===== config.mk =====
export PLATFORM = sky130hd
export DESIGN_NAME = execute
export DESIGN_NICKNAME = d
export VERILOG_FILES = /design/src/common/backend_pkg.sv /design/src/logic/execute.sv
export SDC_FILE = /design/constraint.sdc
export NUM_CORES = 1
export LEC_CHECK = 0
export BUFFER_PORTS_ARGS = -buffer_cell sky130_fd_sc_hd__buf_2
export CORE_ASPECT_RATIO = 1.25
export CORE_UTILIZATION = 50
export CTS_CLUSTER_DIAMETER = 60
export CTS_CLUSTER_SIZE = 16
export DETAILED_ROUTE_END_ITERATION = 8
export PLACE_DENSITY_LB_ADDON = 0.25
export REMOVE_ABC_BUFFERS = 1
export SLEW_MARGIN = 40
export SYNTH_ARGS = -nofsm -noshare
export SYNTH_HDL_FRONTEND = slang
export SYNTH_SLANG_ARGS = --single-unit

===== constraint.sdc =====
create_clock -name clk -period 7.39 [get_ports clk]
set_input_delay 1.478 -clock clk [delete_from_list [all_inputs] [get_ports clk]]
set_output_delay 1.478 -clock clk [all_outputs]
set_load 0.01 [all_outputs]

===== src/common/backend_pkg.sv =====
`default_nettype none

package backend_pkg;

    typedef logic [31:0] bus32_t;
    typedef logic [4:0]  reg_addr_t;
    typedef logic [5:0]  dmem_addr_t;

    localparam int DMEM_WORDS = 64;

    // stage order matches the pause and flush vectors
    localparam int PIPE_WIDTH     = 5;
    localparam int STAGE_DECODE   = 0;
    localparam int STAGE_DISPATCH = 1;
    localparam int STAGE_EXECUTE  = 2;
    localparam int STAGE_MEM      = 3;
    localparam int STAGE_WB       = 4;

    // 3R type, bits 31:15
    localparam logic [16:0] OPC_ADD_W = 17'h00020;
    localparam logic [16:0] OPC_SUB_W = 17'h00022;
    localparam logic [16:0] OPC_SLT   = 17'h00024;
    localparam logic [16:0] OPC_AND   = 17'h00029;
    localparam logic [16:0] OPC_OR    = 17'h0002a;
    localparam logic [16:0] OPC_XOR   = 17'h0002b;
    // 2RI12 type, bits 31:22
    localparam logic [9:0]  OPC_ADDI_W = 10'h00a;
    localparam logic [9:0]  OPC_LD_W   = 10'h0a2;
    localparam logic [9:0]  OPC_ST_W   = 10'h0a6;
    // 2RI16 type, bits 31:26
    localparam logic [5:0]  OPC_BEQ = 6'h16;
    localparam logic [5:0]  OPC_BNE = 6'h17;
    // bits 31:10, with rj zero
    localparam logic [21:0] OPC_RDCNTVL_W = 22'h000018;

    typedef enum logic [2:0] {
        ALU_ADD,
        ALU_SUB,
        ALU_AND,
        ALU_OR,
        ALU_XOR,
        ALU_SLT,
        ALU_NONE
    } alu_op_t;

    typedef enum logic [1:0] {
        MEM_NONE,
        MEM_LOAD,
        MEM_STORE
    } mem_op_t;

    typedef struct packed {
        logic      valid;
        bus32_t    pc;
        alu_op_t   alu_op;
        mem_op_t   mem_op;
        logic      is_branch;
        logic      branch_ne;
        logic      is_cnt;
        reg_addr_t rj;
        reg_addr_t rk_or_rd;
        reg_addr_t rd;
        logic      reg_we;
        bus32_t    imm;
        logic      use_imm;
    } id_dispatch_t;

    typedef struct packed {
        id_dispatch_t op;
        bus32_t       src1;
        bus32_t       src2;
    } dispatch_ex_t;

    typedef struct packed {
        logic      valid;
        bus32_t    pc;
        reg_addr_t rd;
        logic      reg_we;
        bus32_t    result;
        mem_op_t   mem_op;
        bus32_t    store_data;
    } ex_mem_t;

    typedef struct packed {
        logic      valid;
        bus32_t    pc;
        reg_addr_t rd;
        logic      reg_we;
        bus32_t    wdata;
    } mem_wb_t;

    typedef struct packed {
        logic      valid;
        reg_addr_t rd;
        bus32_t    data;
        logic      is_load;
    } push_forward_t;

    typedef struct packed {
        logic      valid;
        bus32_t    pc;
        reg_addr_t rd;
        logic      we;
        bus32_t    wdata;
    } commit_t;

endpackage

`default_nettype wire


===== src/logic/execute.sv =====
`default_nettype none

module execute (
    input  wire logic                      clk,
    input  wire logic                      arst_n_i,
    input  wire logic                      flush_i,
    input  wire logic                      pause_i,
    input  wire backend_pkg::dispatch_ex_t ex_i,
    input  wire backend_pkg::bus32_t       cnt_i,
    output backend_pkg::push_forward_t     ex_pf_o,
    output logic                           branch_flush_o,
    output backend_pkg::bus32_t            branch_target_o,
    output backend_pkg::ex_mem_t           mem_o
);
    import backend_pkg::*;

    bus32_t  alu_res;
    bus32_t  addr;
    bus32_t  result;
    ex_mem_t mem_d;

    always_comb begin
        case (ex_i.op.alu_op)
            ALU_ADD: alu_res = ex_i.src1 + ex_i.src2;
            ALU_SUB: alu_res = ex_i.src1 - ex_i.src2;
            ALU_AND: alu_res = ex_i.src1 & ex_i.src2;
            ALU_OR:  alu_res = ex_i.src1 | ex_i.src2;
            ALU_XOR: alu_res = ex_i.src1 ^ ex_i.src2;
            ALU_SLT: alu_res = {31'b0, $signed(ex_i.src1) < $signed(ex_i.src2)};
            default: alu_res = '0;
        endcase
    end

    assign addr = ex_i.src1 + ex_i.op.imm;

    always_comb begin
        if (ex_i.op.is_cnt) begin
            result = cnt_i;
        end else if (ex_i.op.mem_op != MEM_NONE) begin
            result = addr;
        end else begin
            result = alu_res;
        end
    end

    // not-taken is the only prediction, so any taken branch redirects
    assign branch_flush_o  = ex_i.op.valid && ex_i.op.is_branch &&
                             ((ex_i.src1 == ex_i.src2) != ex_i.op.branch_ne);
    assign branch_target_o = ex_i.op.pc + {ex_i.op.imm[29:0], 2'b00};

    assign ex_pf_o = '{
        valid:   ex_i.op.valid && ex_i.op.reg_we,
        rd:      ex_i.op.rd,
        data:    result,
        is_load: ex_i.op.mem_op == MEM_LOAD
    };

    always_comb begin
        mem_d.valid      = ex_i.op.valid;
        mem_d.pc         = ex_i.op.pc;
        mem_d.rd         = ex_i.op.rd;
        mem_d.reg_we     = ex_i.op.reg_we;
        mem_d.result     = result;
        mem_d.mem_op     = ex_i.op.mem_op;
        mem_d.store_data = ex_i.src2;
    end

    always_ff @(posedge clk or negedge arst_n_i) begin
        if (!arst_n_i) begin
            mem_o <= '0;
        end else if (flush_i) begin
            mem_o.valid <= 1'b0;
        end else if (!pause_i) begin
            mem_o <= mem_d;
        end
    end

endmodule

`default_nettype wire


# Word level (Yosys, flattened, before mapping)
# Cells that the tools add are included.
# totals
input_bits	190
regBits	105
output_inout_bits	177
wordCells	37
# op_classes
n_eq_ne	9
add_sub_neg	4
n_bitwise	5
order_cmp	1
reduce_logical	6
muxes	5
# op_table
operator	n
32-bit case mux with 6 select lines	1
105-bit two-way mux	1
32-bit adder	3
32-bit two-way mux	2
32-bit bitwise AND	1
32-bit equality test	1
32-bit less-than comparator	1
32-bit bitwise OR	1
32-bit subtractor	1
32-bit XOR	1
3-bit by 2-bit equality test with 1-bit output (second input constant)	2
3-bit equality test (second input constant)	2
3-bit by 1-bit equality test with 1-bit output (second input constant)	1
1-bit logical AND	3
3-bit logical NOT	1
2-bit by 1-bit equality test with 1-bit output (second input constant)	1
2-bit != test (second input constant)	1
1-bit NOT	2
2-bit AND reduction	1
2-bit nonzero test	1
1-bit two-way mux	1
1-bit != test	1

# Longest topological paths before layout
# logic_depth
word_depth	6
mapped_depth	13
mapped_depth_nobuf	13

# Worst setup path before layout
# OpenSTA, ideal clock, no wires.
# synth_path
path_type	input-to-output
startpoint	in ex_i[4] (netlist bit)
endpoint	out ex_pf_o[28] (netlist bit)
required_ns	5.912
path_stages	12
setup_slack_ns	1.822
path_buffers	1
arrival_time_ns	4.090
path_cell_list	inv_1 -> ha_1 -> buf_4 -> or3b_4 -> a31oi_4 -> a2111oi_4 -> a211oi_4 -> o41ai_2 -> a221oi_1 -> mux2_1 -> o211a_1 -> a21oi_1
# synth_rtl
element	line_no	text
from (decl)	execute.sv:8	input wire backend_pkg::dispatch_ex_t ex_i,
to (decl)	execute.sv:10	output backend_pkg::push_forward_t ex_pf_o,

==> results.ini <==
[status]
outcome=completed

[yosys]
synth-edff-count=0
yosys.area.top_type=dfrtp_1
synth_cell_types=93
number_of_flip_flops_and_latches_in_the_synthesized_netlist=105
netlist.area_leader.share=0.198
yosys_warnings=0
syn-cell-area_um2=13300
dominantRegCellSynth=dfrtp_1
synth_area_leaders=dfrtp_1, ha_1, nand2_1, a21oi_1, o21ai_0
synth.avg_cell_area_um2=7.36
synth.yosys.seq_area_share=0.198
ys_async_sr_fraction=1.00
syn_inst=1801

[cts]
insertion_delay_ns=0.38
postCtsResizedCells=0
clk_path_buf_depth=2
cts_root_buf=clkbuf_16
numCtsBuffers=9
htree_num_levels=3
clock_tree_from_tritoncts=done
post-cts-setup-buffers=0
cts.hold.buffers_added=0
clk_transition_reported_paths_ns=0.09
clock_sink_count=105

[finish]
largestRegisters=mem_o x105
register_name_with_the_most_flops=mem_o
fill_cells=2536
highest_count_cells_in_the_layout_ignoring_fill_and_taps=buf_2, nand2_1, ha_1, nor2_1, a21oi_1
nets=2448
drive_gt1_frac=0.216
largest_reg_flops=105
area_delta_synth_final_pct=17.4
most_frequent_standard_cell_in_the_layout_excluding_fill_and_tap_cells=buf_2

[detailed_routing]
detailedRoute.firstIterationViolations=1245
detail_route.first_pass.iterations=5
detailed_route_wire_length_per_cell_um=20.9
vias=15000
drt.antenna.violating_nets=0
total_drc_errors_in_the_routed_layout=0
routed_wl_mm=50.9
vias_per_cell=6.15

[setup_path]
worstPathRequired_ns=5.91
ff2ff_path_depth=2
worst_setup_path_end_kind=output port
cp_max_fo=11
critPathLaunchType=input pin
arrival_ns=5.16
path_class=in -> out
reg2reg_slack_ns=6.54
r2r-end=mem_o[47]
worstReg2RegStart=mem_o[47]

[die]
dieHeight_um=184
chipWidth_um=148
initial_core_util=0.510
floorplan.die_area_um2=27200
core_region_area_um2=26000
core.rowCount=66
boundaryPins=367

[worst_hold_path]
timing.hold.worst.class=reg -> reg
hold-path-cell-count=2
timing.hold.worst_endpoint=mem_o[72]
min_from=mem_o[72]

[pwr]
comb_power_share=0.498
power.ir.vdd_worst_mv=0.116
power_report.internal_total_mw=1.40
design_power_total_mw=2.47
powerDensity_nw_per_um2=158
total_switching_power_mw=1.07
net_sw_frac=0.433
leakage_power_of_the_design_nw=7.64
p_clk_frac=0.219
seq_power_share=0.284

[global_route]
first_global_vias=13900
grt_max_degree=69
antenna_found_initial=2
globalRouteTotalUtil=0.363
globalRouteOverflowTotal=0
global_route_wire_length_before_repair_mm=76.3

[timing]
relSlewSlack=0.432
maxClockFrequency_mhz=151
final_max_slew_viol_count=0
rsz0062_at_grt=false
worst_slew_pin_slew_ns=0.845
hold_violation_total_from_the_final_report=0
timing.hold.ws_ns=0.477
finalSetupViolations=0
post-route-period-util=0.899
final_sum_of_negative_setup_slack_ns=0
min_period_ns=6.64
finalClockSkew_ns=0

[place]
placement.io_buffers=355
dp.final_hpwl_mm=39.5
place_congestion=0.992

[job]
cap_violations=0

-- through the flow --
step,instance area [um^2],utilization,setup WS (ns),cells
floorplan,12800,-,1.77,1702
global placement,15200,0.585,0.899,2419
detailed placement,15200,0.585,0.889,2419
CTS,15500,0.597,0.849,2435
global route,15600,0.598,0.530,2438
finish,15600,0.598,0.748,2438
-- routing by layer --
metal,GRT usage,up-vias,part of all wire
met5,0,-,0
met4,0.206,0,0.055
met3,0.0459,144,0.072
met2,0.625,703,0.48
met1,0.436,7084,0.39
li1,-,7053,-
-- cell usage after synthesis (all sizes together) (5+ instances only) --
library cell	count
or3	10
a211o	5
xnor2	49
nor4	21
nor2b	19
a21boi	7
o41ai	7
a211oi	25
a22oi	8
nor3	41
nand4	21
a21oi	143
o21a	16
and2	9
a2bb2oi	6
o21bai	17
o211ai	27
clkbuf	69
a31o	7
o31a	11
a21o	35
ha	163
a31oi	27
nor2	150
a221oi	11
nand3	34
and3	12
o311ai	7
buf	30
mux2	17
mux2i	14
o22ai	7
xor2	13
a41oi	6
a2111oi	10
nand2b	17
or2	11
o31ai	19
inv	128
dfrtp	105
nand2	269
o221ai	12
o21ai	135
-- cell families (layout without fill, tap and decap cells) --
kind of cell / Yosys count / after routing / synth area share
DFF: 105 / 105 / 0.198
other: 0 / 2 / 0
and+or+nand+nor: 626 / 626 / 0.212
adders and majority gates: 167 / 167 / 0.160
buffers and inverters: 228 / 523 / 0.0682
xor gates and xnor gates: 62 / 62 / 0.0409
muxes: 31 / 31 / 0.0250
AOI/OAI and AO/OA: 582 / 582 / 0.296
-- layout make-up --
cell class | instances | area (um^2) | share of cell area
repair buffers | 378 | 1960 | 0.126
inverters | 129 | 484 | 0.0311
clock inverters | 7 | 87.6 | 0.00563
well taps | 340 | 425 | 0.0273
clock buffers | 9 | 225 | 0.0145
multi-input cells | 1468 | 9750 | 0.626
diodes | 2 | 5.00 | 0.000322
flip-flops and latches | 105 | 2630 | 0.169
-- worst max path at each step --
stage	start	end	slack (ns)
floorplan	ex_i[8]	ex_pf_o[28]	1.77
global placement	ex_i[5]	ex_pf_o[25]	0.90
detailed placement	ex_i[5]	ex_pf_o[25]	0.89
CTS	ex_i[5]	ex_pf_o[25]	0.85
global route	ex_i[37]	ex_pf_o[25]	0.53
finish	ex_i[5]	ex_pf_o[25]	0.75
-- power by group through the flow --
stage,Combinational (mW),Sequential (mW),Clock (mW)
2_1_floorplan,0.689,0.753,0
3_5_place_dp,1.20,0.709,0
3_3_place_gp,1.18,0.705,0
6_report,1.23,0.700,0.539
4_1_cts,1.21,0.699,0.542
5_1_grt,1.33,0.710,0.562
-- worst max-delay path: stages --
cell       delay, ns
buf_2           0.11
inv_1           0.08
ha_1            0.43
a2111oi_0       0.51
o31ai_1         0.22
a31oi_1         0.43
o21a_1          0.40
o21ai_1         0.20
a2111oi_1       0.70
a21oi_1         0.19
o22a_1          0.25
buf_2           0.15
Note: power is estimated with default switching activity, not from simulation.
