### src/common/backend_pkg.sv
`default_nettype none

package backend_pkg;

    typedef logic [31:0] bus32_t;
    typedef logic [4:0]  reg_addr_t;
    typedef logic [5:0]  dmem_addr_t;

    localparam int DMEM_WORDS = 64;

    // stage order matches the pause and flush vectors
    localparam int PIPE_WIDTH     = 5;
    localparam int STAGE_DECODE   = 0;
    localparam int STAGE_DISPATCH = 1;
    localparam int STAGE_EXECUTE  = 2;
    localparam int STAGE_MEM      = 3;
    localparam int STAGE_WB       = 4;

    // 3R type, bits 31:15
    localparam logic [16:0] OPC_ADD_W = 17'h00020;
    localparam logic [16:0] OPC_SUB_W = 17'h00022;
    localparam logic [16:0] OPC_SLT   = 17'h00024;
    localparam logic [16:0] OPC_AND   = 17'h00029;
    localparam logic [16:0] OPC_OR    = 17'h0002a;
    localparam logic [16:0] OPC_XOR   = 17'h0002b;
    // 2RI12 type, bits 31:22
    localparam logic [9:0]  OPC_ADDI_W = 10'h00a;
    localparam logic [9:0]  OPC_LD_W   = 10'h0a2;
    localparam logic [9:0]  OPC_ST_W   = 10'h0a6;
    // 2RI16 type, bits 31:26
    localparam logic [5:0]  OPC_BEQ = 6'h16;
    localparam logic [5:0]  OPC_BNE = 6'h17;
    // bits 31:10, with rj zero
    localparam logic [21:0] OPC_RDCNTVL_W = 22'h000018;

    typedef enum logic [2:0] {
        ALU_ADD,
        ALU_SUB,
        ALU_AND,
        ALU_OR,
        ALU_XOR,
        ALU_SLT,
        ALU_NONE
    } alu_op_t;

    typedef enum logic [1:0] {
        MEM_NONE,
        MEM_LOAD,
        MEM_STORE
    } mem_op_t;

    typedef struct packed {
        logic      valid;
        bus32_t    pc;
        alu_op_t   alu_op;
        mem_op_t   mem_op;
        logic      is_branch;
        logic      branch_ne;
        logic      is_cnt;
        reg_addr_t rj;
        reg_addr_t rk_or_rd;
        reg_addr_t rd;
        logic      reg_we;
        bus32_t    imm;
        logic      use_imm;
    } id_dispatch_t;

    typedef struct packed {
        id_dispatch_t op;
        bus32_t       src1;
        bus32_t       src2;
    } dispatch_ex_t;

    typedef struct packed {
        logic      valid;
        bus32_t    pc;
        reg_addr_t rd;
        logic      reg_we;
        bus32_t    result;
        mem_op_t   mem_op;
        bus32_t    store_data;
    } ex_mem_t;

    typedef struct packed {
        logic      valid;
        bus32_t    pc;
        reg_addr_t rd;
        logic      reg_we;
        bus32_t    wdata;
    } mem_wb_t;

    typedef struct packed {
        logic      valid;
        reg_addr_t rd;
        bus32_t    data;
        logic      is_load;
    } push_forward_t;

    typedef struct packed {
        logic      valid;
        bus32_t    pc;
        reg_addr_t rd;
        logic      we;
        bus32_t    wdata;
    } commit_t;

endpackage

`default_nettype wire

### src/logic/ctrl.sv
`default_nettype none

module ctrl (
    input  wire logic                                clk,
    input  wire logic                                arst_n_i,
    input  wire logic                                load_use_i,
    input  wire logic                                pause_buffer_i,
    input  wire logic                                branch_flush_i,
    input  wire backend_pkg::bus32_t                 branch_target_i,
    output logic [backend_pkg::PIPE_WIDTH-1:0]       pause_o,
    output logic [backend_pkg::PIPE_WIDTH-1:0]       flush_o,
    output logic                                     send_inst_en_o,
    output logic                                     redirect_o,
    output backend_pkg::bus32_t                      new_pc_o,
    output backend_pkg::bus32_t                      cnt_o
);
    import backend_pkg::*;

    bus32_t cnt_q;

    always_comb begin
        pause_o = '0;
        pause_o[STAGE_DECODE]   = load_use_i || pause_buffer_i;
        pause_o[STAGE_DISPATCH] = load_use_i;
        // a paused stage feeding a running one emits a bubble
        flush_o = '0;
        for (int i = 0; i < PIPE_WIDTH - 1; i++) begin
            flush_o[i] = pause_o[i] && !pause_o[i+1];
        end
        flush_o[STAGE_DECODE]   = flush_o[STAGE_DECODE] || branch_flush_i;
        flush_o[STAGE_DISPATCH] = flush_o[STAGE_DISPATCH] || branch_flush_i;
    end

    assign send_inst_en_o = !pause_o[STAGE_DECODE] && !branch_flush_i;
    assign redirect_o     = branch_flush_i;
    assign new_pc_o       = branch_target_i;

    // stable counter
    always_ff @(posedge clk or negedge arst_n_i) begin
        if (!arst_n_i) begin
            cnt_q <= '0;
        end else begin
            cnt_q <= cnt_q + 32'd1;
        end
    end

    assign cnt_o = cnt_q;

endmodule

`default_nettype wire

### config.mk
export PLATFORM = sky130hd
export DESIGN_NAME = ctrl
export DESIGN_NICKNAME = d
export VERILOG_FILES = /design/src/common/backend_pkg.sv /design/src/logic/ctrl.sv
export SDC_FILE = /design/constraint.sdc
export NUM_CORES = 1
export LEC_CHECK = 0
export ABC_AREA = 1
export BUFFER_PORTS_ARGS = -buffer_cell sky130_fd_sc_hd__buf_2
export CAP_MARGIN = 10
export CORE_ASPECT_RATIO = 1.1
export CORE_MARGIN = 5
export CORE_UTILIZATION = 48
export DETAILED_ROUTE_END_ITERATION = 10
export GPL_TIMING_DRIVEN = 0
export PLACE_DENSITY_LB_ADDON = 0.2
export SLEW_MARGIN = 0
export SYNTH_ARGS = -nofsm -noshare
export SYNTH_HDL_FRONTEND = slang
export SYNTH_SLANG_ARGS = --single-unit
export TNS_END_PERCENT = 10
### constraint.sdc
create_clock -name clk -period 3.3 [get_ports clk]
set_input_delay 0.66 -clock clk [delete_from_list [all_inputs] [get_ports clk]]
set_output_delay 0.66 -clock clk [all_outputs]
set_load 0.005 [all_outputs]
==> Word level (Yosys, flattened, before mapping) <==
Index checks and enable logic that the tools add are counted.
{ "op_classes": {"add_sub_neg": 1, "n_reduce_logical": 8} }
{ "ops": {"columns": ["op", "n"], "rows": [
  ["adder 32 x 1 -> 32 bit (second input constant)", 1],
  ["logical NOT 1 bit", 3],
  ["logical OR 1 bit", 3],
  ["logical AND 1 bit", 2]
]} }
{ "totals": {"input_bits": 37, "wordCells": 10, "register_bits": 32} }

==> Depth between registers and ports, before layout <==
Gate-level depths: netlist of the first run.
{ "depth": {"ltp_word": 3, "mapped_depth": 8, "depth_no_buf": 8} }

==> Worst setup path before layout of the first run <==
No wires, ideal clock.
{ "synth_timing": {"path_type": "input port to output port", "start": "input port load_use_i", "end": "output port send_inst_en_o", "path_stages": 3, "arrival_ns": 0.885, "slack_ns": 1.755, "cell_sequence": "inv_1 > nand2_1 > nor2_1"} }
{ "synth_via": {"elab_chain_len": 3} }
{ "synth_rtl": {"columns": ["element", "line_no", "rtl"], "rows": [
  ["from (decl)", "ctrl.sv:6", "input wire logic load_use_i,"],
  ["logical OR 1 bit", "ctrl.sv:23", "pause_o[STAGE_DECODE] = load_use_i || pause_buffer_i;"],
  ["logical NOT 1 bit", "ctrl.sv:34", "assign send_inst_en_o = !pause_o[STAGE_DECODE] && !branch_flush_i;"],
  ["logical AND 1 bit", "ctrl.sv:34", null],
  ["to (decl)", "ctrl.sv:12", "output logic send_inst_en_o,"]
]} }
Every way passes these cells.

==> Worst setup path in the final report of the first run <==
Same ends and word-level chain as after synthesis.

==> impl_metrics.py, run 1 <==
metrics = {
    "sta": {
        "setup_viol": 0,
        "worst_pin_slew_ns": 0.702,
        "fmax_mhz": 579,
        "finalSetupTns_ns": 0,
        "final_max_slew_viol_count": 0,
        "skew_ns": 0.00481,
        "period_share_pct": 52.3,
        "period_needed_ns": 1.73,
        "grt_setup_unrepaired": "no",
        "hold_viol": 0,
        "maxSlewHeadroom_pct": 53.2,
    },
    "grt": {
        "grt_pass1_vias": 1678,
        "grt_pass1_wl_um": 7490,
        "grt_usage_pct": 16.9,
        "antenna_found_initial": 0,
        "grt_overflow": 0,
        "grt_max_degree": 33,
    },
    "clock_network": {
        "post_cts_buffers": 0,
        "clkTransAtPathRegs_ns": 0.06,
        "insertion_delay_ns": 0.28,
        "cts_sinks": 32,
        "cts_buffers": 5,
        "htree_levels": 2,
        "cts_tree": "yes",
        "cts_hold_buf": 0,
        "clockRootBuffer": "clkbuf_8",
        "cts_buffer_depth": 2,
        "cts_resized": 0,
    },
    "cells_and_area": {
        "antenna_cells": 0,
        "drive_above_1_share_pct": 37.4,
        "multi_input_area_um2": 882,
        "final_common_cell": "nand2_1",
        "fin_cells": 407,
        "fill_cells": 400,
        "largest_reg_flops": 32,
        "final_cell_mix": "94 x nand2_1, 74 x buf_2, 40 x buf_4",
        "syn_to_final_growth_pct": 25.7,
        "nNetsFinal": 393,
        "ff_latch_area_um2": 801,
    },
    "logic_synthesis": {
        "synthesis.area_mm2": 0.00205,
        "synth_seq_cells": 32,
        "synth_cell_types": 17,
        "netlist_instances": 269,
        "ys_warn_count": 0,
        "syn-mean-instance-area_um2": 7.61,
        "synth_seq_area_share_pct": 39.1,
    },
    "floorplanning": {
        "start_util_pct": 48.5,
        "placementRows": 25,
        "die_w_um": 72.3,
        "die-area_mm2": 0.00567,
        "core-area_mm2": 0.00422,
        "io_pins": 113,
        "die-height_um": 78.5,
    },
    "placement": {
        "dp.cells": 402,
        "gp_congestion": 0.912,
        "io_buffers": 74,
        "dp_hpwl_um": 3770,
    },
    "worst_setup_path": {
        "criticalPathCategory": "in -> out",
        "cp_data_arrival_time_ns": 1.07,
        "required_ns": 2.64,
        "setup.worst_path.end_class": "primary output",
        "worstPathMaxFanout": 3,
        "critPathLaunchType": "input pin",
    },
    "run": {
        "drv_cap": 0,
    },
    "drt": {
        "firstDrtPassIters": 4,
        "detail-route-antenna-nets": 0,
        "drc": 0,
        "drt_iter0_markers": 68,
        "drt_wl_total_um": 4530,
        "vias": 1832,
        "wire_per_inst_um": 11.1,
        "drt-vias-per-instance": 4.50,
    },
    "power_and_ir_drop": {
        "power_density_mw_per_mm2": 283,
        "irDropWorstVdd_uv": 206,
        "p_leak_nw": 1.43,
    },
    "status": {
        "status": "complete, no violations",
    },
    "worst_hold_path": {
        "hp-class": "in -> async",
    },
}
-- metrics by stage --
step	setup slack, ns	hold slack [ns]	total power [W]	util (%)	area (µm²)
finish	1.57	0.425	0.000728	60.9	2570
floorplan	1.76	0.364	0.000442	-	2070
CTS	1.56	0.444	0.000742	60.9	2570
global placement	1.58	0.474	0.000475	59.3	2500
detailed placement	1.56	0.489	0.000476	59.3	2500
global route	1.48	0.487	0.000771	60.9	2570
-- routing by layer --
metal,track usage [%],up-vias,part of all wire (%)
met5,0,-,0
met4,6.39,0,1.9
met3,5.38,8,6.7
met2,28.3,51,51
met1,19.8,835,40
li1,-,938,-
-- area by class of cell --
class	instances	area share, %
Tap cell	54	2.63
Buffer	40	11.7
Inverter	22	3.21
Sequential cell	32	31.1
Multi-Input combinational cell	180	34.3
Clock buffer	5	2.68
Timing Repair Buffer	74	14.4
-- worst paths after layout --
check,startpoint,to,slack [ns],depth (start not counted)
min,arst_n_i,cnt_o[23],0.43,1
max,load_use_i,send_inst_en_o,1.57,5
max reg2reg,cnt_o[0],cnt_o[20],1.87,8
max in group asynchronous,arst_n_i,cnt_o[4],2.42,1
min in group clk,cnt_o[31],cnt_o[31],0.49,2
min reg2reg,cnt_o[31],cnt_o[31],0.49,2
-- critical path: stages --
cell and delay (ns):
buf_2 0.11, inv_1 0.06, nand2_1 0.06, nor2_1 0.07
buf_2 0.11
-- synthesized netlist by cell type (all sizes together) --
master / count / area, µm²
buf: 40 / 300
ha: 1 / 12.5
nand3b: 8 / 60.1
xor2: 10 / 87.6
nand3: 7 / 35.0
nor2: 44 / 234
o21ai: 2 / 10.0
xnor2: 5 / 43.8
inv: 22 / 82.6
conb: 1 / 3.75
dfrtp: 32 / 801
nand2: 97 / 377
-- cell families after synthesis --
| family | Yosys count | synth area share, % |
|---|---|---|
| AOI/OAI and AO/OA | 2 | 0.489 |
| and+or+nand+nor | 156 | 34.5 |
| buffers and inverters | 62 | 18.7 |
| xor gates and xnor gates | 15 | 6.42 |
| adders and majority gates | 1 | 0.611 |
| other | 1 | 0.183 |
| DFF | 32 | 39.1 |
-- where the power goes --
| part | internal, W | leakage [nW] | total [W] | switching (W) |
|---|---|---|---|---|
| clock | 0.000135 | 0.0359 | 0.000261 | 0.000126 |
| sequential | 0.000393 | 0.433 | 0.000393 | 0 |
| combinational | 0.0000472 | 0.963 | 0.0000745 | 0.0000273 |
No activity file was read; power rests on OpenSTA's default activity.
==> inputs of run 2 (changes only) <==
--- a/config.mk
+++ b/config.mk
@@ -10,7 +10,7 @@
 export CAP_MARGIN = 10
 export CORE_ASPECT_RATIO = 1.1
 export CORE_MARGIN = 5
-export CORE_UTILIZATION = 48
+export CORE_UTILIZATION = 40
 export DETAILED_ROUTE_END_ITERATION = 10
 export GPL_TIMING_DRIVEN = 0
 export PLACE_DENSITY_LB_ADDON = 0.2
==> constraint.sdc (replaced) <==
create_clock -name clk -period 1.5 [get_ports clk]
set_input_delay 0.3 -clock clk [delete_from_list [all_inputs] [get_ports clk]]
set_output_delay 0.3 -clock clk [all_outputs]
set_load 0.005 [all_outputs]
==> impl_metrics.py, run 2 (synthesized netlist as in run 1, its figures left out) <==
metrics = {
    "worst_setup_path": {
        "criticalPathCategory": "reg -> reg",
        "reg2reg_depth": 8,
        "required_ns": 1.68,
        "worstPathMaxFanout": 5,
        "cp_data_arrival_time_ns": 1.58,
        "setup.worst_path.end_class": "register",
        "critPathLaunchType": "register",
    },
    "clock_network": {
        "cts_buffer_depth": 2,
        "clkTransAtPathRegs_ns": 0.07,
        "clockRootBuffer": "clkbuf_8",
        "cts_buffers": 5,
        "htree_levels": 2,
        "insertion_delay_ns": 0.29,
        "cts_tree": "yes",
        "cts_sinks": 32,
    },
    "cells_and_area": {
        "antenna_cells": 0,
        "largest_reg_flops": 32,
        "multi_input_area_um2": 902,
        "ff_latch_area_um2": 801,
        "final_cell_mix": "91 x nand2_1, 74 x buf_2, 42 x buf_4",
        "final_common_cell": "nand2_1",
        "fill_cells": 506,
        "syn_to_final_growth_pct": 28.8,
        "nNetsFinal": 395,
        "drive_above_1_share_pct": 39.4,
    },
    "power_and_ir_drop": {
        "irDropWorstVdd_uv": 444,
        "p_leak_nw": 1.46,
        "power_density_mw_per_mm2": 645,
    },
    "sta": {
        "hold_viol": 0,
        "setup_ws_ns": 0.0942,
        "fmax_mhz": 711,
        "final_max_slew_viol_count": 0,
        "period_share_pct": 93.7,
        "holdWs_ns": 0.0574,
        "setup_viol": 0,
        "maxSlewHeadroom_pct": 53.4,
        "worst_pin_slew_ns": 0.699,
        "period_needed_ns": 1.41,
        "grt_setup_unrepaired": "yes",
        "skew_ns": 0.00790,
    },
    "drt": {
        "firstDrtPassIters": 4,
        "drt-vias-per-instance": 4.45,
        "vias": 1853,
        "drc": 0,
        "wire_per_inst_um": 11.3,
        "drt_iter0_markers": 49,
        "drt_wl_total_um": 4700,
        "detail-route-antenna-nets": 0,
    },
    "floorplanning": {
        "die_w_um": 78.2,
        "core-area_mm2": 0.00500,
        "placementRows": 27,
        "die-height_um": 85.0,
        "io_pins": 113,
        "die-area_mm2": 0.00665,
        "start_util_pct": 40.9,
    },
    "grt": {
        "grt_overflow": 0,
        "grt_pass1_wl_um": 7980,
        "grt_pass1_vias": 1799,
        "grt_usage_pct": 14.8,
        "grt_max_degree": 33,
        "antenna_found_initial": 0,
    },
    "run": {
        "drv_cap": 0,
    },
    "placement": {
        "place_ws_ns": 0.0668,
        "io_buffers": 74,
        "dp_hpwl_um": 3860,
        "gp_congestion": 0.871,
    },
    "status": {
        "status": "complete, no violations",
    },
    "worst_hold_path": {
        "hp-class": "in -> async",
    },
}
==> run 2: critical path: stages, from the launching register on <==
cell and delay (ns):
dfrtp_1 0.38, ha_2 0.20, nand2_2 0.07, nor2_4 0.17, nand2_4 0.11, nor2_4 0.19, nand2_1 0.07, nand2_1 0.06
nand2_1 0.04
==> run 2: final cells by class <==
cell class                      count  area share [%]
Sequential cell                    32            30.4
Buffer                             40            11.4
Timing Repair Buffer               76            14.6
Inverter                           22            3.13
Clock buffer                        5            2.61
Tap cell                           58            2.75
Multi-Input combinational cell    180            34.2
Clock inverter                      3           0.902
==> run 2: final timing paths <==
check | slack (ns) | start | end
max | 0.09 | cnt_o[0] | cnt_o[26]
min | 0.06 | arst_n_i | cnt_o[16]
max reg2reg | 0.09 | cnt_o[0] | cnt_o[26]
min reg2reg | 0.50 | cnt_o[31] | cnt_o[31]
max in group asynchronous | 0.99 | arst_n_i | cnt_o[25]
min in group clk | 0.50 | cnt_o[31] | cnt_o[31]
==> run 2: layer usage <==
metal | GRT usage (%) | wire length (µm)
met5 | 0 | 0
met4 | 5.88 | 85
met3 | 5.20 | 498
met2 | 25.2 | 2270
met1 | 16.9 | 1840
==> run 2: repair_timing <==
item / 4_1_cts / 5_1_grt
resized for setup: 0 / 6
endpoints found under the setup margin: 0 / 9
hold buffers: 0 / 0
buffers inserted: 0 / 2
==> run 2: where the power goes <==
| group | switching [W] | leakage (nW) | internal [W] |
|---|---|---|---|
| registers | 0 | 0.433 | 0.000862 |
| clock network | 0.000347 | 0.0404 | 0.000328 |
| logic | 0.0000601 | 0.990 | 0.000104 |
| total | 0.000407 | 1.46 | 0.00129 |
==> run 2: stage by stage <==
| stage | std cells | util, % | power, W | area (µm²) | TNS [ns] |
|---|---|---|---|---|---|
| 6_report | 416 | 52.7 | 0.00170 | 2640 | 0 |
| 2_1_floorplan | 274 | - | 0.000973 | 2070 | 0 |
| 5_1_grt | 416 | 52.7 | 0.00178 | 2640 | -0.0685 |
| 3_3_place_gp | 406 | 50.2 | 0.00104 | 2510 | 0 |
| 4_1_cts | 414 | 52.0 | 0.00173 | 2600 | 0 |
| 3_5_place_dp | 406 | 50.2 | 0.00105 | 2510 | 0 |
==> inputs of run 3 (changes only) <==
--- a/config.mk
+++ b/config.mk
@@ -14,6 +14,7 @@
 export DETAILED_ROUTE_END_ITERATION = 10
 export GPL_TIMING_DRIVEN = 0
 export PLACE_DENSITY_LB_ADDON = 0.2
+export RECOVER_POWER = 25
 export SLEW_MARGIN = 0
 export SYNTH_ARGS = -nofsm -noshare
 export SYNTH_HDL_FRONTEND = slang
==> impl_metrics.py, run 3 (synthesized netlist as in run 1, its figures left out) <==
metrics = {
    "drt": {
        "wire_per_inst_um": 11.3,
        "detail-route-antenna-nets": 0,
        "drt_iter0_markers": 49,
        "drt-vias-per-instance": 4.45,
        "firstDrtPassIters": 4,
        "vias": 1853,
        "drc": 0,
        "drt_wl_total_um": 4690,
    },
    "sta": {
        "hold_viol": 0,
        "period_share_pct": 93.7,
        "period_needed_ns": 1.41,
        "skew_ns": 0.00790,
        "setup_viol": 0,
        "grt_setup_unrepaired": "yes",
        "setup_ws_ns": 0.0942,
        "maxSlewHeadroom_pct": 47.6,
        "fmax_mhz": 711,
        "worst_pin_slew_ns": 0.786,
        "finalSetupTns_ns": 0,
        "final_max_slew_viol_count": 0,
    },
    "clock_network": {
        "htree_levels": 2,
        "insertion_delay_ns": 0.29,
        "cts_sinks": 32,
        "clkTransAtPathRegs_ns": 0.07,
        "cts_buffer_depth": 2,
        "cts_tree": "yes",
        "cts_buffers": 5,
        "clockRootBuffer": "clkbuf_8",
    },
    "floorplanning": {
        "die-area_mm2": 0.00665,
        "start_util_pct": 40.9,
        "core-area_mm2": 0.00500,
        "placementRows": 27,
        "die_w_um": 78.2,
        "io_pins": 113,
        "die-height_um": 85.0,
    },
    "placement": {
        "io_buffers": 74,
        "dp_hpwl_um": 3860,
        "place_ws_ns": 0.0668,
        "dp.cells": 406,
        "gp_congestion": 0.871,
    },
    "power_and_ir_drop": {
        "clkPwrFrac_pct": 39.7,
        "p_leak_nw": 1.46,
        "comb_power_share_pct": 9.6,
        "power_frac_seq_pct": 50.7,
        "power_density_mw_per_mm2": 645,
        "p_int_w": 0.00129,
        "p_sw_w": 0.000407,
        "irDropWorstVdd_uv": 444,
        "p_total_w": 0.00170,
        "swShare_pct": 23.9,
    },
    "worst_setup_path": {
        "crit_family": "simple AND/OR/NAND/NOR gates",
        "critPathLaunchType": "register",
        "worstPathMaxFanout": 5,
        "ff2ff_setup_slack_ns": 0.09,
        "cp_data_arrival_time_ns": 1.58,
        "path_common_cell": "nand2_1",
        "cpPeakStageDelay_ns": 0.38,
        "cp_num_buf_inv": 0,
        "required_ns": 1.68,
        "setup.worst_path.end_class": "register",
        "crit_path_top_delay_cell": "dfrtp_1",
        "path_cells": "ha_2 > nand2_2 > nor2_4 > nand2_4 > nor2_4 > nand2_1 > nand2_1 > nand2_1",
        "criticalPathCategory": "reg -> reg",
    },
    "cells_and_area": {
        "largest_reg_flops": 32,
        "nNetsFinal": 395,
        "fill_cells": 506,
        "post-route-util_pct": 52.7,
        "fin_cells": 416,
        "final_common_cell": "nand2_1",
        "final_cell_mix": "91 x nand2_1, 73 x buf_2, 42 x buf_4",
        "multi_input_area_um2": 902,
        "drive_above_1_share_pct": 39.4,
        "antenna_cells": 0,
        "syn_to_final_growth_pct": 28.8,
        "ff_latch_area_um2": 801,
    },
    "grt": {
        "grt_overflow": 0,
        "grt_pass1_wl_um": 7980,
        "antenna_found_initial": 0,
        "grt_max_degree": 33,
        "grt_pass1_vias": 1799,
        "grt_usage_pct": 14.8,
    },
    "run": {
        "drv_cap": 0,
    },
    "status": {
        "status": "complete, no violations",
    },
    "worst_hold_path": {
        "hp-class": "in -> async",
    },
}
-- run 3: cell count changes in the layout (fill, tap and decap cells not counted), sizes merged --
cell and delta:
clkbuf +1, buf -1
-- run 3: per-layer routing --
| metal | track usage [%] | wire [µm] |
|---|---|---|
| met3 | 5.20 | 498 |
| met5 | 0 | 0 |
| met4 | 5.88 | 85 |
| met1 | 16.9 | 1840 |
| met2 | 25.2 | 2270 |
-- run 3: final timing paths --
kind | startpoint | to | depth (start not counted)
hold reg to reg | cnt_o[31] | cnt_o[31] | 2
min in group clk | cnt_o[31] | cnt_o[31] | 2
max in group asynchronous | arst_n_i | cnt_o[25] | 1
setup reg to reg | cnt_o[0] | cnt_o[26] | 8
hold / removal | arst_n_i | cnt_o[16] | 1
setup / recovery | cnt_o[0] | cnt_o[26] | 8
-- run 3: area by class of cell --
class | count | area share, %
plain buffers | 40 | 11.4
clock buffers | 5 | 2.61
clock inverters | 3 | 0.902
inverters | 22 | 3.13
multi-input cells | 180 | 34.2
flip-flops and latches | 32 | 30.4
well taps | 58 | 2.75
repair buffers | 76 | 14.6
-- run 3: repair_timing --
| item | in CTS | in global routing |
|---|---|---|
| endpoints found under the hold margin | 0 | 0 |
| hold buffers | 0 | 0 |
| buffers inserted | 0 | 2 |
| gates resized for setup | 0 | 6 |
| setup endpoints to repair | 0 | 9 |
-- run 3: per-stage QoR --
| step | area [µm²] | hold slack (ns) |
|---|---|---|
| floorplan | 2070 | 0.00441 |
| detailed placement | 2510 | 0.396 |
| CTS | 2600 | 0.0871 |
| finish | 2640 | 0.0825 |
| global placement | 2510 | 0.396 |
| global route | 2640 | 0.160 |
-- run 3: power groups by stage --
stage	registers [W]	clock network [W]	logic, W
finish	0.000862	0.000675	0.000164
global route	0.000862	0.000732	0.000182
CTS	0.000862	0.000696	0.000167
detailed placement	0.000879	0	0.000167
global placement	0.000879	0	0.000165
floorplan	0.000879	0	0.0000938
